===== src/hw/axi_upsize_pkg.sv =====
// AXI write-channel upsizer shared definitions
// channel widths, width ratio, FIFO entry sizes and the wide-word views
`default_nettype none

package axi_upsize_pkg;

    // ==============================
    // AXI field widths
    // ==============================
    localparam int addr_w = 32;
    localparam int id_w   = 4;
    localparam int len_w  = 8;
    localparam int size_w = 3;
    localparam int resp_w = 2;

    // narrow slave side and wide master side
    localparam int s_dw = 32;
    localparam int m_dw = 128;
    localparam int s_kw = s_dw / 8;
    localparam int m_kw = m_dw / 8;

    localparam int ratio      = m_dw / s_dw;
    localparam int ratio_log2 = $clog2(ratio);

    // longest slave burst accepted
    localparam int max_beats = 16;

    // ==============================
    // FIFO entry widths
    // ==============================
    // aw entry is {addr, id, len, size}
    localparam int aw_fifo_w = addr_w + id_w + len_w + size_w;
    // w entry is {last, strb, data}
    localparam int w_fifo_w  = 1 + m_kw + m_dw;
    // b entry is {id, resp}
    localparam int b_fifo_w  = id_w + resp_w;

    // wide data word, whole or as narrow lanes
    typedef union packed {
        logic [m_dw-1:0]             word;
        logic [ratio-1:0][s_dw-1:0]  lane;
    } wide_word_t;

    // wide strobe word, same two views
    typedef union packed {
        logic [m_kw-1:0]             word;
        logic [ratio-1:0][s_kw-1:0]  lane;
    } wide_strb_t;

endpackage

`default_nettype wire


===== src/hw/sync_fifo.sv =====
// Single-clock FIFO with registered read data
// count-based not-empty and not-almost-full flags, rvld one cycle after a pop
`timescale 1ns/1ps
`default_nettype none

module sync_fifo #(
    parameter int width = 8,
    parameter int depth = 8
) (
    input  logic             m_axi_aclk,
    input  logic             s_axi_arst,
    input  logic             wen,
    input  logic [width-1:0] wdata,
    input  logic             ren,
    output logic [width-1:0] rdata,
    output logic             rvld,
    output logic             nempty,
    output logic             nafull
);

    localparam int ptr_w = (depth > 1) ? $clog2(depth) : 1;
    localparam int cnt_w = $clog2(depth + 1);
    // two free slots kept back for the registered write from the producer
    localparam int afull_lvl = depth - 2;

    logic [width-1:0] mem [depth];
    logic [ptr_w-1:0] wptr;
    logic [ptr_w-1:0] rptr;
    logic [cnt_w-1:0] count;
    logic             push;
    logic             pop;

    function automatic logic [ptr_w-1:0] ptr_inc(input logic [ptr_w-1:0] p);
        return (p == ptr_w'(depth - 1)) ? '0 : p + 1'b1;
    endfunction

    assign push   = wen;
    assign pop    = ren & nempty;
    assign nempty = (count != '0);
    assign nafull = (count < cnt_w'(afull_lvl));

    // ==============================
    // pointers and occupancy
    // ==============================
    always_ff @(posedge m_axi_aclk or posedge s_axi_arst) begin
        if (s_axi_arst) begin
            wptr  <= '0;
            rptr  <= '0;
            count <= '0;
            rvld  <= 1'b0;
        end else begin
            rvld <= pop;
            if (push) begin
                wptr <= ptr_inc(wptr);
            end
            if (pop) begin
                rptr <= ptr_inc(rptr);
            end
            case ({push, pop})
                2'b10:   count <= count + 1'b1;
                2'b01:   count <= count - 1'b1;
                default: count <= count;
            endcase
        end
    end

    // storage and read register
    always_ff @(posedge m_axi_aclk) begin
        if (push) begin
            mem[wptr] <= wdata;
        end
        if (pop) begin
            rdata <= mem[rptr];
        end
    end

endmodule

`default_nettype wire


===== src/hw/aw_translate.sv =====
// AW channel translation for the wide port
// scales burst length and size by the width ratio, registers the entry
// and its write strobe into the AW FIFO
`timescale 1ns/1ps
`default_nettype none

module aw_translate (
    input  logic                               m_axi_aclk,
    input  logic                               s_axi_arst,
    input  logic [axi_upsize_pkg::addr_w-1:0]  s_axi_awaddr,
    input  logic [axi_upsize_pkg::id_w-1:0]    s_axi_awid,
    input  logic [axi_upsize_pkg::len_w-1:0]   s_axi_awlen,
    input  logic [axi_upsize_pkg::size_w-1:0]  s_axi_awsize,
    input  logic                               s_axi_awvalid,
    output logic                               s_axi_awready,
    input  logic                               fifo_nafull,
    output logic                               fifo_wen,
    output logic [axi_upsize_pkg::aw_fifo_w-1:0] fifo_wdata
);

    localparam int len_w  = axi_upsize_pkg::len_w;
    localparam int size_w = axi_upsize_pkg::size_w;

    logic              aw_xfer;
    logic [len_w:0]    beats;
    logic [len_w:0]    wide_beats;
    logic [len_w-1:0]  wide_len;
    logic [size_w-1:0] wide_size;

    assign s_axi_awready = fifo_nafull;
    assign aw_xfer       = s_axi_awvalid & s_axi_awready;

    // ==============================
    // length and size rewrite
    // ==============================
    always_comb begin
        beats      = {1'b0, s_axi_awlen} + 1'b1;
        // round up to whole wide beats
        wide_beats = (beats + (len_w + 1)'(axi_upsize_pkg::ratio - 1))
                     >> axi_upsize_pkg::ratio_log2;
        wide_len   = len_w'(wide_beats - 1'b1);
        wide_size  = s_axi_awsize + size_w'(axi_upsize_pkg::ratio_log2);
    end

    // write enable follows the transfer by one cycle
    always_ff @(posedge m_axi_aclk or posedge s_axi_arst) begin
        if (s_axi_arst) begin
            fifo_wen <= 1'b0;
        end else begin
            fifo_wen <= aw_xfer;
        end
    end

    // entry layout {addr, id, len, size}
    always_ff @(posedge m_axi_aclk) begin
        if (aw_xfer) begin
            fifo_wdata <= {s_axi_awaddr, s_axi_awid, wide_len, wide_size};
        end
    end

endmodule

`default_nettype wire


===== src/hw/w_packer.sv =====
// W channel packer
// collects narrow write beats into wide words lane by lane, with the
// strobes in matching lanes, and flushes a partial word on wlast
`timescale 1ns/1ps
`default_nettype none

module w_packer (
    input  logic                              m_axi_aclk,
    input  logic                              s_axi_arst,
    input  logic [axi_upsize_pkg::s_dw-1:0]   s_axi_wdata,
    input  logic [axi_upsize_pkg::s_kw-1:0]   s_axi_wstrb,
    input  logic                              s_axi_wlast,
    input  logic                              s_axi_wvalid,
    output logic                              s_axi_wready,
    input  logic                              fifo_nafull,
    output logic                              fifo_wen,
    output logic [axi_upsize_pkg::w_fifo_w-1:0] fifo_wdata
);

    localparam int lane_w = axi_upsize_pkg::ratio_log2;
    localparam int m_kw   = axi_upsize_pkg::m_kw;

    axi_upsize_pkg::wide_word_t data_q;
    axi_upsize_pkg::wide_strb_t strb_q;
    logic                       last_q;
    logic [lane_w-1:0]          lane_cnt;
    logic                       w_xfer;
    logic                       last_lane;
    logic                       word_done;

    assign s_axi_wready = fifo_nafull;
    assign w_xfer       = s_axi_wvalid & s_axi_wready;
    assign last_lane    = (lane_cnt == lane_w'(axi_upsize_pkg::ratio - 1));
    // word is complete when the top lane fills or the burst ends
    assign word_done    = w_xfer & (s_axi_wlast | last_lane);

    // ==============================
    // lane counter and push
    // ==============================
    always_ff @(posedge m_axi_aclk or posedge s_axi_arst) begin
        if (s_axi_arst) begin
            lane_cnt <= '0;
            fifo_wen <= 1'b0;
        end else begin
            fifo_wen <= word_done;
            if (word_done) begin
                lane_cnt <= '0;
            end else if (w_xfer) begin
                lane_cnt <= lane_cnt + 1'b1;
            end
        end
    end

    // ==============================
    // lane steering
    // ==============================
    always_ff @(posedge m_axi_aclk) begin
        if (w_xfer) begin
            data_q.lane[lane_cnt] <= s_axi_wdata;
            if (lane_cnt == '0) begin
                // fresh word, upper strobe lanes start cleared
                strb_q.word <= m_kw'(s_axi_wstrb);
            end else begin
                strb_q.lane[lane_cnt] <= s_axi_wstrb;
            end
            last_q <= s_axi_wlast;
        end
    end

    // entry layout {last, strb, data}
    assign fifo_wdata = {last_q, strb_q.word, data_q.word};

endmodule

`default_nettype wire


===== src/hw/axi_out_slice.sv =====
// Output register between a FIFO and an AXI valid/ready channel
// holds one word until the downstream side accepts it
`timescale 1ns/1ps
`default_nettype none

module axi_out_slice #(
    parameter int width = 8
) (
    input  logic             m_axi_aclk,
    input  logic             s_axi_arst,
    input  logic             fifo_nempty,
    input  logic             fifo_rvld,
    input  logic [width-1:0] fifo_rdata,
    output logic             fifo_ren,
    output logic             out_valid,
    output logic [width-1:0] out_data,
    input  logic             out_ready
);

    // a word already popped but not yet loaded occupies the register
    assign fifo_ren = fifo_nempty & ~fifo_rvld & (~out_valid | out_ready);

    always_ff @(posedge m_axi_aclk or posedge s_axi_arst) begin
        if (s_axi_arst) begin
            out_valid <= 1'b0;
        end else if (fifo_rvld) begin
            out_valid <= 1'b1;
        end else if (out_ready) begin
            out_valid <= 1'b0;
        end
    end

    // payload only changes on a new word
    always_ff @(posedge m_axi_aclk) begin
        if (fifo_rvld) begin
            out_data <= fifo_rdata;
        end
    end

endmodule

`default_nettype wire


===== src/hw/axi_upsize_top.sv =====
// AXI write-channel upsizer, 32-bit slave port to 128-bit master port
// AW and W are rewritten and buffered toward the master, B is buffered back
`timescale 1ns/1ps
`default_nettype none

module axi_upsize_top #(
    parameter int aw_depth = 8,
    parameter int w_depth  = 16,
    parameter int b_depth  = 8
) (
    input  logic                               m_axi_aclk,
    input  logic                               s_axi_arst,
    // slave aw
    input  logic [axi_upsize_pkg::addr_w-1:0]  s_axi_awaddr,
    input  logic [axi_upsize_pkg::id_w-1:0]    s_axi_awid,
    input  logic [axi_upsize_pkg::len_w-1:0]   s_axi_awlen,
    input  logic [axi_upsize_pkg::size_w-1:0]  s_axi_awsize,
    input  logic                               s_axi_awvalid,
    output logic                               s_axi_awready,
    // slave w
    input  logic [axi_upsize_pkg::s_dw-1:0]    s_axi_wdata,
    input  logic [axi_upsize_pkg::s_kw-1:0]    s_axi_wstrb,
    input  logic                               s_axi_wlast,
    input  logic                               s_axi_wvalid,
    output logic                               s_axi_wready,
    // slave b
    output logic [axi_upsize_pkg::id_w-1:0]    s_axi_bid,
    output logic [axi_upsize_pkg::resp_w-1:0]  s_axi_bresp,
    output logic                               s_axi_bvalid,
    input  logic                               s_axi_bready,
    // master aw
    output logic [axi_upsize_pkg::addr_w-1:0]  m_axi_awaddr,
    output logic [axi_upsize_pkg::id_w-1:0]    m_axi_awid,
    output logic [axi_upsize_pkg::len_w-1:0]   m_axi_awlen,
    output logic [axi_upsize_pkg::size_w-1:0]  m_axi_awsize,
    output logic                               m_axi_awvalid,
    input  logic                               m_axi_awready,
    // master w
    output logic [axi_upsize_pkg::m_dw-1:0]    m_axi_wdata,
    output logic [axi_upsize_pkg::m_kw-1:0]    m_axi_wstrb,
    output logic                               m_axi_wlast,
    output logic                               m_axi_wvalid,
    input  logic                               m_axi_wready,
    // master b
    input  logic [axi_upsize_pkg::id_w-1:0]    m_axi_bid,
    input  logic [axi_upsize_pkg::resp_w-1:0]  m_axi_bresp,
    input  logic                               m_axi_bvalid,
    output logic                               m_axi_bready
);

    localparam int aw_w = axi_upsize_pkg::aw_fifo_w;
    localparam int w_w  = axi_upsize_pkg::w_fifo_w;
    localparam int b_w  = axi_upsize_pkg::b_fifo_w;

    logic            aw_wen, aw_ren, aw_rvld, aw_nempty, aw_nafull;
    logic [aw_w-1:0] aw_wdata, aw_rdata, aw_out_data;
    logic            w_wen, w_ren, w_rvld, w_nempty, w_nafull;
    logic [w_w-1:0]  w_wdata, w_rdata, w_out_data;
    logic            b_wen, b_ren, b_rvld, b_nempty, b_nafull;
    logic [b_w-1:0]  b_wdata, b_rdata, b_out_data;

    // ==============================
    // AW path
    // ==============================
    aw_translate i_aw_translate (
        .m_axi_aclk (m_axi_aclk), .s_axi_arst (s_axi_arst),
        .s_axi_awaddr (s_axi_awaddr), .s_axi_awid (s_axi_awid),
        .s_axi_awlen (s_axi_awlen), .s_axi_awsize (s_axi_awsize),
        .s_axi_awvalid (s_axi_awvalid), .s_axi_awready (s_axi_awready),
        .fifo_nafull (aw_nafull), .fifo_wen (aw_wen), .fifo_wdata (aw_wdata)
    );

    sync_fifo #(.width(aw_w), .depth(aw_depth)) i_aw_fifo (
        .m_axi_aclk (m_axi_aclk), .s_axi_arst (s_axi_arst),
        .wen (aw_wen), .wdata (aw_wdata), .ren (aw_ren), .rdata (aw_rdata),
        .rvld (aw_rvld), .nempty (aw_nempty), .nafull (aw_nafull)
    );

    axi_out_slice #(.width(aw_w)) i_aw_slice (
        .m_axi_aclk (m_axi_aclk), .s_axi_arst (s_axi_arst),
        .fifo_nempty (aw_nempty), .fifo_rvld (aw_rvld), .fifo_rdata (aw_rdata),
        .fifo_ren (aw_ren), .out_valid (m_axi_awvalid), .out_data (aw_out_data),
        .out_ready (m_axi_awready)
    );

    assign {m_axi_awaddr, m_axi_awid, m_axi_awlen, m_axi_awsize} = aw_out_data;

    // ==============================
    // W path
    // ==============================
    w_packer i_w_packer (
        .m_axi_aclk (m_axi_aclk), .s_axi_arst (s_axi_arst),
        .s_axi_wdata (s_axi_wdata), .s_axi_wstrb (s_axi_wstrb),
        .s_axi_wlast (s_axi_wlast), .s_axi_wvalid (s_axi_wvalid),
        .s_axi_wready (s_axi_wready),
        .fifo_nafull (w_nafull), .fifo_wen (w_wen), .fifo_wdata (w_wdata)
    );

    sync_fifo #(.width(w_w), .depth(w_depth)) i_w_fifo (
        .m_axi_aclk (m_axi_aclk), .s_axi_arst (s_axi_arst),
        .wen (w_wen), .wdata (w_wdata), .ren (w_ren), .rdata (w_rdata),
        .rvld (w_rvld), .nempty (w_nempty), .nafull (w_nafull)
    );

    axi_out_slice #(.width(w_w)) i_w_slice (
        .m_axi_aclk (m_axi_aclk), .s_axi_arst (s_axi_arst),
        .fifo_nempty (w_nempty), .fifo_rvld (w_rvld), .fifo_rdata (w_rdata),
        .fifo_ren (w_ren), .out_valid (m_axi_wvalid), .out_data (w_out_data),
        .out_ready (m_axi_wready)
    );

    assign {m_axi_wlast, m_axi_wstrb, m_axi_wdata} = w_out_data;

    // ==============================
    // B path back to the slave
    // ==============================
    assign m_axi_bready = b_nafull;
    assign b_wen        = m_axi_bvalid & m_axi_bready;
    assign b_wdata      = {m_axi_bid, m_axi_bresp};

    sync_fifo #(.width(b_w), .depth(b_depth)) i_b_fifo (
        .m_axi_aclk (m_axi_aclk), .s_axi_arst (s_axi_arst),
        .wen (b_wen), .wdata (b_wdata), .ren (b_ren), .rdata (b_rdata),
        .rvld (b_rvld), .nempty (b_nempty), .nafull (b_nafull)
    );

    axi_out_slice #(.width(b_w)) i_b_slice (
        .m_axi_aclk (m_axi_aclk), .s_axi_arst (s_axi_arst),
        .fifo_nempty (b_nempty), .fifo_rvld (b_rvld), .fifo_rdata (b_rdata),
        .fifo_ren (b_ren), .out_valid (s_axi_bvalid), .out_data (b_out_data),
        .out_ready (s_axi_bready)
    );

    assign {s_axi_bid, s_axi_bresp} = b_out_data;

endmodule

`default_nettype wire


===== config.mk =====
export PLATFORM = sky130hd
export DESIGN_NAME = axi_upsize_top
export DESIGN_NICKNAME = d
export VERILOG_FILES = /design/src/hw/axi_upsize_pkg.sv /design/src/hw/sync_fifo.sv /design/src/hw/aw_translate.sv /design/src/hw/w_packer.sv /design/src/hw/axi_out_slice.sv /design/src/hw/axi_upsize_top.sv
export SDC_FILE = /design/constraint.sdc
export NUM_CORES = 2
export LEC_CHECK = 0
export BUFFER_PORTS_ARGS = -buffer_cell sky130_fd_sc_hd__clkbuf_2
export CORE_MARGIN = 5
export CORE_UTILIZATION = 40
export DETAILED_ROUTE_END_ITERATION = 7
export PLACE_DENSITY = 0.51
export SLEW_MARGIN = 25
export SYNTH_ARGS = -nofsm -noshare
export SYNTH_HDL_FRONTEND = slang
export SYNTH_SLANG_ARGS = --single-unit

===== constraint.sdc =====
create_clock -name m_axi_aclk -period 14.7 [get_ports m_axi_aclk]
set_input_delay 2.94 -clock m_axi_aclk [delete_from_list [all_inputs] [get_ports m_axi_aclk]]
set_output_delay 2.94 -clock m_axi_aclk [all_outputs]
set_load 0.02 [all_outputs]

## Yosys cells after proc, flatten, opt, wreduce, memory -nomap -nowiden

Memory sizes are Yosys's and may differ from the RTL's. A register that Yosys moved wholly into a read port is not among the register bits.
Index checks and enable logic that the tools add are counted.

| storage, ports and cells | value |
|---|---|
| register bits | 433 |
| memory bits (writable) | 2744 |
| input bits | 98 |
| output and inout port bits | 204 |
| logic and storage cells | 129 |
| memories kept | 3 |

Memories:

| name | words | width | read ports | clocked after Yosys merged registers in | wr ports | line | source |
|---|---|---|---|---|---|---|---|
| i_w_fifo.mem | 16 | 145 | 1 | 1 | 1 | sync_fifo.sv:26 | `logic [width-1:0] mem [depth];` |
| i_aw_fifo.mem | 8 | 47 | 1 | 1 | 1 | sync_fifo.sv:26 |  |
| i_b_fifo.mem | 8 | 6 | 1 | 1 | 1 | sync_fifo.sv:26 |  |

| operators by class | value |
|---|---|
| add/sub/neg operators | 17 |
| magnitude comparators | 5 |
| equal/unequal tests | 13 |
| mux-type cells | 30 |
| bitwise operators | 23 |
| reductions and logical operators | 12 |

Operator list:

| cell | count |
|---|---|
| $bwmux W128 | 1 |
| $demux W32 S2 | 1 |
| $mux W32 | 1 |
| $add A4 B1 Y4 const B | 4 |
| $bwmux W16 | 1 |
| $mux W4 | 4 |
| $pmux W4 S2 | 2 |
| $reduce_bool A2 Y1 | 7 |
| $and A1 B1 Y1 | 13 |
| $add A3 B1 Y3 const B | 4 |
| $eq A3 B3 Y1 const B | 4 |
| $mux W1 | 12 |
| $mux W3 | 4 |
| $pmux W5 S2 | 1 |
| $add A8 B1 Y9 const B | 1 |
| $add A9 B2 Y9 const B | 1 |
| $demux W4 S2 | 1 |
| $eq A2 B2 Y1 const B | 4 |
| $eq A4 B4 Y1 const B | 2 |
| $lt A4 B3 Y1 const B | 2 |
| $reduce_bool A4 Y1 | 2 |
| $sub A4 B1 Y4 const B | 2 |
| $sub A7 B1 Y8 const B | 1 |
| $eq A2 B1 Y1 const B | 3 |
| 13 further kinds | 22 |

## Logic depth before layout (Yosys ltp)

| logic depth | value |
|---|---|
| depth in word-level cells | 6 |
| gate-level depth with buffers | 9 |
| gate-level depth less buffers | 9 |

## By module

Synthesis repeated with hierarchy kept, for this count alone.

| unflattened totals | value |
|---|---|
| cell total of the unflattened synthesis | 5678 |
| area, all modules | 125389.0 um^2 |

Modules (own cells, without submodules):

| module | instances | cells each | area an instance (um^2) | seq. area each (um^2) |
|---|---|---|---|---|
| sync_fifo at i_w_fifo | 1 | 4393 | 93713.6 | 74371.3 |
| sync_fifo at i_aw_fifo | 1 | 654 | 16423.3 | 12977.4 |
| w_packer | 1 | 200 | 4798.4 | 4429.2 |
| axi_out_slice at i_w_slice | 1 | 151 | 4411.7 | 4379.2 |
| sync_fifo at i_b_fifo | 1 | 137 | 2681.3 | 1896.8 |
| aw_translate | 1 | 77 | 1647.8 | 1436.4 |
| axi_out_slice at i_aw_slice | 1 | 53 | 1468.9 | 1436.4 |
| axi_out_slice at i_b_slice | 1 | 12 | 237.7 | 205.2 |
| axi_upsize_top | 1 | 1 | 6.3 | 0.0 |

## Worst setup path after synthesis

No wires, ideal clock.

| timing path | value |
|---|---|
| kind | input -> register |
| start point | input port m_axi_wready |
| end point | register i_w_fifo.count[4] |
| library setup time | 0.126 ns |
| arrival time | 11.229 ns |
| required time | 14.574 ns |
| path slack | 3.345 ns |
| cell stages on the path | 9 |
| path through | inv_1 a221oi_2 ha_1 inv_1 fa_1 nor2b_1 o21a_1 mux2i_1 a311o_1 |

| on the way | value |
|---|---|
| cells in the longest elaborated chain, start to end | 5 |

RTL lines:

| element | line | source |
|---|---|---|
| start, declared | axi_upsize_top.sv:43 | `input logic m_axi_wready,` |
| $or A1 B1 Y1 (*) | axi_out_slice.sv:21 | `assign fifo_ren = fifo_nempty & ~fifo_rvld & (~out_valid \| out_ready);` |
| $and A1 B1 Y1 (*) | axi_out_slice.sv:21 |  |
| $and A1 B1 Y1 (*) | sync_fifo.sv:38 | `assign pop = ren & nempty;` |
| named net i_w_fifo.pop | sync_fifo.sv:31 | `logic pop;` |
| $eq A2 B1 Y1 / $eq A2 B2 Y1 (equally long branches) | sync_fifo.sv:59 | `case ({push, pop})` |
| $pmux W5 S2 / $reduce_bool A2 Y1 (equally long branches) | n/a |  |
| end signal, assigned | sync_fifo.sv:60 | `2'b10: count <= count + 1'b1;` |
| end signal, assigned | sync_fifo.sv:61 | `2'b01: count <= count - 1'b1;` |
| end signal, assigned | sync_fifo.sv:62 | `default: count <= count;` |
| end, declared | sync_fifo.sv:29 | `logic [cnt_w-1:0] count;` |

The timed path passes the listed nets; every way through them passes the cells marked *.
A chain may end at the register's enable or synchronous reset.

## Worst setup path after layout

| timing path | value |
|---|---|
| start point | register i_w_fifo.count[2] |
| end point | output port s_axi_wready |

| on the way | value |
|---|---|
| cells in the longest elaborated chain, start to end | 1 |

RTL lines:

| element | line | source |
|---|---|---|
| $lt A5 B4 Y1 | sync_fifo.sv:40 | `assign nafull = (count < cnt_w'(afull_lvl));` |
| end, declared | axi_upsize_top.sv:25 | `output logic s_axi_wready,` |

No other way between the ends.

==> metrics.cfg <==
[hold_path]
hp-class = register to register

[timing]
timing_worst_slew_pin_value_ps = 1197
rsz0062_at_grt = no
clock_skew_ps = 59.73
tns_ps = 0
final_period_minus_worst_setup_slack_ps = 5079
slew_violations = 0
timing_limited_maximum_frequency_ghz = 0.1969
fraction_of_the_cycle_the_final_worst_path_needs = 0.3455
timing_hold_violations_final = 0
setup-violations-final = 0
worst_slew_margin_rel = 0.2021

[grt]
first_pass_grt_wire_length_um = 432700
gr-total-overflow = 0
initial_antenna_violation_count = 33
via_count_of_the_first_global_routing_pass = 57656
grt_max_degree = 113
globalRouteTotalUtil = 0.1905

[clock_network]
clk_pin_slew_worst_paths_ps = 60
clock_sink_count = 3375
ctsHtreeMaxLevel = 5
post_cts_hold_fix_bufs = 0
postCtsResizedCells = 0
clkLatencyLatePin_ps = 920
clock_tree.root_cell = clkbuf_16
clock_path_buffers = 4
clock_tree_from_tritoncts = built
cts_inserted_buffers = 358
cts_setup_buffers = 0

[detailed_routing]
finalWirelength_um = 306900
ant_nets = 0
wire_per_inst_um = 30.67
routed_via_density = 5.522
vias = 55249
drt_pre_antenna_iters = 5
remaining_drc_errors = 0
drt_iter0_drc = 5464

[status]
run_status = finished clean

[place]
io_buffers = 299
dpl-instance-area_um2 = 129500
routabilityCongestion = 0.7045
hpwl_um = 150600
dpl.cell_count = 9312

[critical_path]
setup.worst_path.start_class = register
critPathArrivalTime_ps = 2140
worstPathMaxFanout = 6
worst_r2r_endpoint = i_w_fifo.rdata[21]
worst_r2r_startpoint = i_w_fifo.rptr[0]
crit_path_end_kind = output pin
r2r_setup_slack_ps = 10080
r2r_cells = 6
crit_type = register to output pin
origin_of_the_worst_setup_path = i_w_fifo.count[2]
worstPathRequired_ps = 11760
worst_setup_endpoint = s_axi_wready

[yosys]
synth_simple_gate_area_share = 0.009741
synth_xor_xnor_area_share = 0.001068
async_reset_ff_frac = 0.01274
yosysSeqAreaShare = 0.8218
synth_largest_type_area_fraction = 0.8131
synth-adder-area-share = 0.003335
synthesis.area_per_instance_um2 = 24.36
total_of_flip_flops_plus_latches_after_synthesis = 3375
synth_top_family_by_area = multiplexers
synthDominantAreaCellType = edfxtp_1
synth.area.top_cells = edfxtp_1 81%, mux4_2 13%, a22oi_1 1.8%
mappedNetlistNets = 5181
synth_cell_types = 48
synth_compound_gate_area_share = 0.02012
post_synth_instance_area_um2 = 123100
cells_after_synth = 5052
yosys_most_used_dff = edfxtp_1
muxShareOfSynthArea = 0.1327
synth_warnings = 0
synth_enable_flop_cells = 3332

[pwr]
power.ir.vdd_worst_mv = 0.1720
design_power_total_mw = 28.51
leakage_nw = 44.85
power-per-cell-area_nw_per_um2 = 202.0

[floorplan]
floorplan.die_area_um2 = 318800
placement_rows = 203
core_area_um2 = 306100
die_x_um = 564.7
initial_utilization = 0.4021
die_height_um = 564.7
io_pins = 302

[final_layout]
fin_area_um2 = 141100
syn_to_final_growth_pct = 14.70
final_layout_size_suffix_gt1_frac = 0.2853
regArea_um2 = 101200
fill_cells = 25322
final_cells = 10005
finalNetCount = 5703
multi_input_area_um2 = 20720

[job]
timing.max_cap.violations = 0

cell usage after synthesis, types with 7 or more instances:
library cell / count
edfxtp_1: 3332
nor3_1: 13
xor2_1: 7
nand3_1: 7
a21o_1: 9
buf_1: 39
mux2i_1: 16
ha_1: 28
mux4_2: 686
mux2_2: 62
xnor2_1: 8
nor2_1: 32
and2_1: 22
dfrtp_1: 43
buf_2: 58
buf_6: 41
nand2_1: 168
o21ai_0: 8
inv_1: 22
buf_4: 9
clkbuf_1: 86
a21oi_1: 8
a22oi_1: 290
critical path: stages, from the launching register on:
cell and delay (ps):
dfrtp_1 400, a31oi_1 500, clkbuf_2 320
where the power goes:
part	internal [mW]	leakage (nW)	switching, mW
Combinational	2.61	8.41	3.82
Clock	5.20	5.61	3.67
Sequential	12.4	30.8	0.857
how the worst min path moves through the flow:
stage          depth (start not counted)  slack (ps)                start                 endpoint
2_1_floorplan                          0         400   i_aw_fifo.rdata[0]   i_aw_slice.out_data[0]
3_3_place_gp                           0         400   i_w_fifo.rdata[41]   i_w_slice.out_data[41]
6_report                               0         410   i_w_fifo.rdata[27]   i_w_slice.out_data[27]
3_5_place_dp                           0         400  i_aw_fifo.rdata[18]  i_aw_slice.out_data[18]
4_1_cts                                0         410  i_aw_fifo.rdata[10]  i_aw_slice.out_data[10]
5_1_grt                                0         420   i_w_fifo.rdata[27]   i_w_slice.out_data[27]
state kept, by name, summed over array words and instances (netlist names), 4 cells and up:
| register | cells |
|---|---|
| i_w_fifo.mem | 2320 |
| i_b_slice.out_data | 6 |
| i_aw_fifo.rdata | 47 |
| i_w_fifo.wptr | 4 |
| i_w_packer.strb_q | 16 |
| i_b_fifo.mem | 48 |
| i_w_packer.data_q | 128 |
| i_b_fifo.count | 4 |
| i_aw_translate.fifo_wdata | 47 |
| i_w_fifo.rptr | 4 |
| i_w_fifo.rdata | 145 |
| i_aw_fifo.mem | 376 |
| i_aw_fifo.count | 4 |
| i_aw_slice.out_data | 47 |
| i_w_fifo.count | 5 |
| i_b_fifo.rdata | 6 |
| i_w_slice.out_data | 145 |
cells by family (layout without fill, tap and decap cells):
| kind of cell | count (synthesis) | in the layout |
|---|---|---|
| DFF | 3375 | 3375 |
| muxes | 766 | 766 |
| AOI/OAI and AO/OA | 334 | 334 |
| and+or+nand+nor | 274 | 274 |
| buffers and inverters | 257 | 1075 |
| adders and majority gates | 31 | 31 |
| xor gates and xnor gates | 15 | 15 |
| other | 0 | 35 |
through the flow:
step           hold slack [ps]  setup WS [ps]    util
5_1_grt                  418.1           9510  0.4610
3_3_place_gp             400.5           9207  0.4229
6_report                 414.2           9621  0.4612
3_5_place_dp             404.5           9224  0.4230
4_1_cts                  413.2           9521  0.4607
2_1_floorplan            400.3           3345       -
final cells by class:
class,count,share of cell area
flip-flops and latches,3375,0.7167
multi-input cells,1420,0.1468
clock buffers,476,0.06861
well taps,4100,0.03634
repair buffers,395,0.01737
clock inverters,180,0.01298
inverters,24,0.0006471
diodes,35,0.0006205
placed cells by master (no fill, tap or decap), types with 25 or more instances in the layout:
cell type  instances
clkbuf_2         299
nand2_1          168
mux4_2           686
buf_4             77
mux2_2            62
a22oi_1          290
diode_2           35
clkinv_1          71
edfxtp_1        3332
nor2_1            25
clkbuf_1         101
bufinv_16         32
dfrtp_1           36
ha_1              28
clkinv_2          51
clkbuf_16        368
metal layers:
metal,global-route usage,share of wire
met4,0.04953,0.023
met1,0.2635,0.42
met5,0,0.00012
met2,0.3151,0.49
met3,0.03374,0.062
Note: power is estimated with default switching activity, not from simulation.
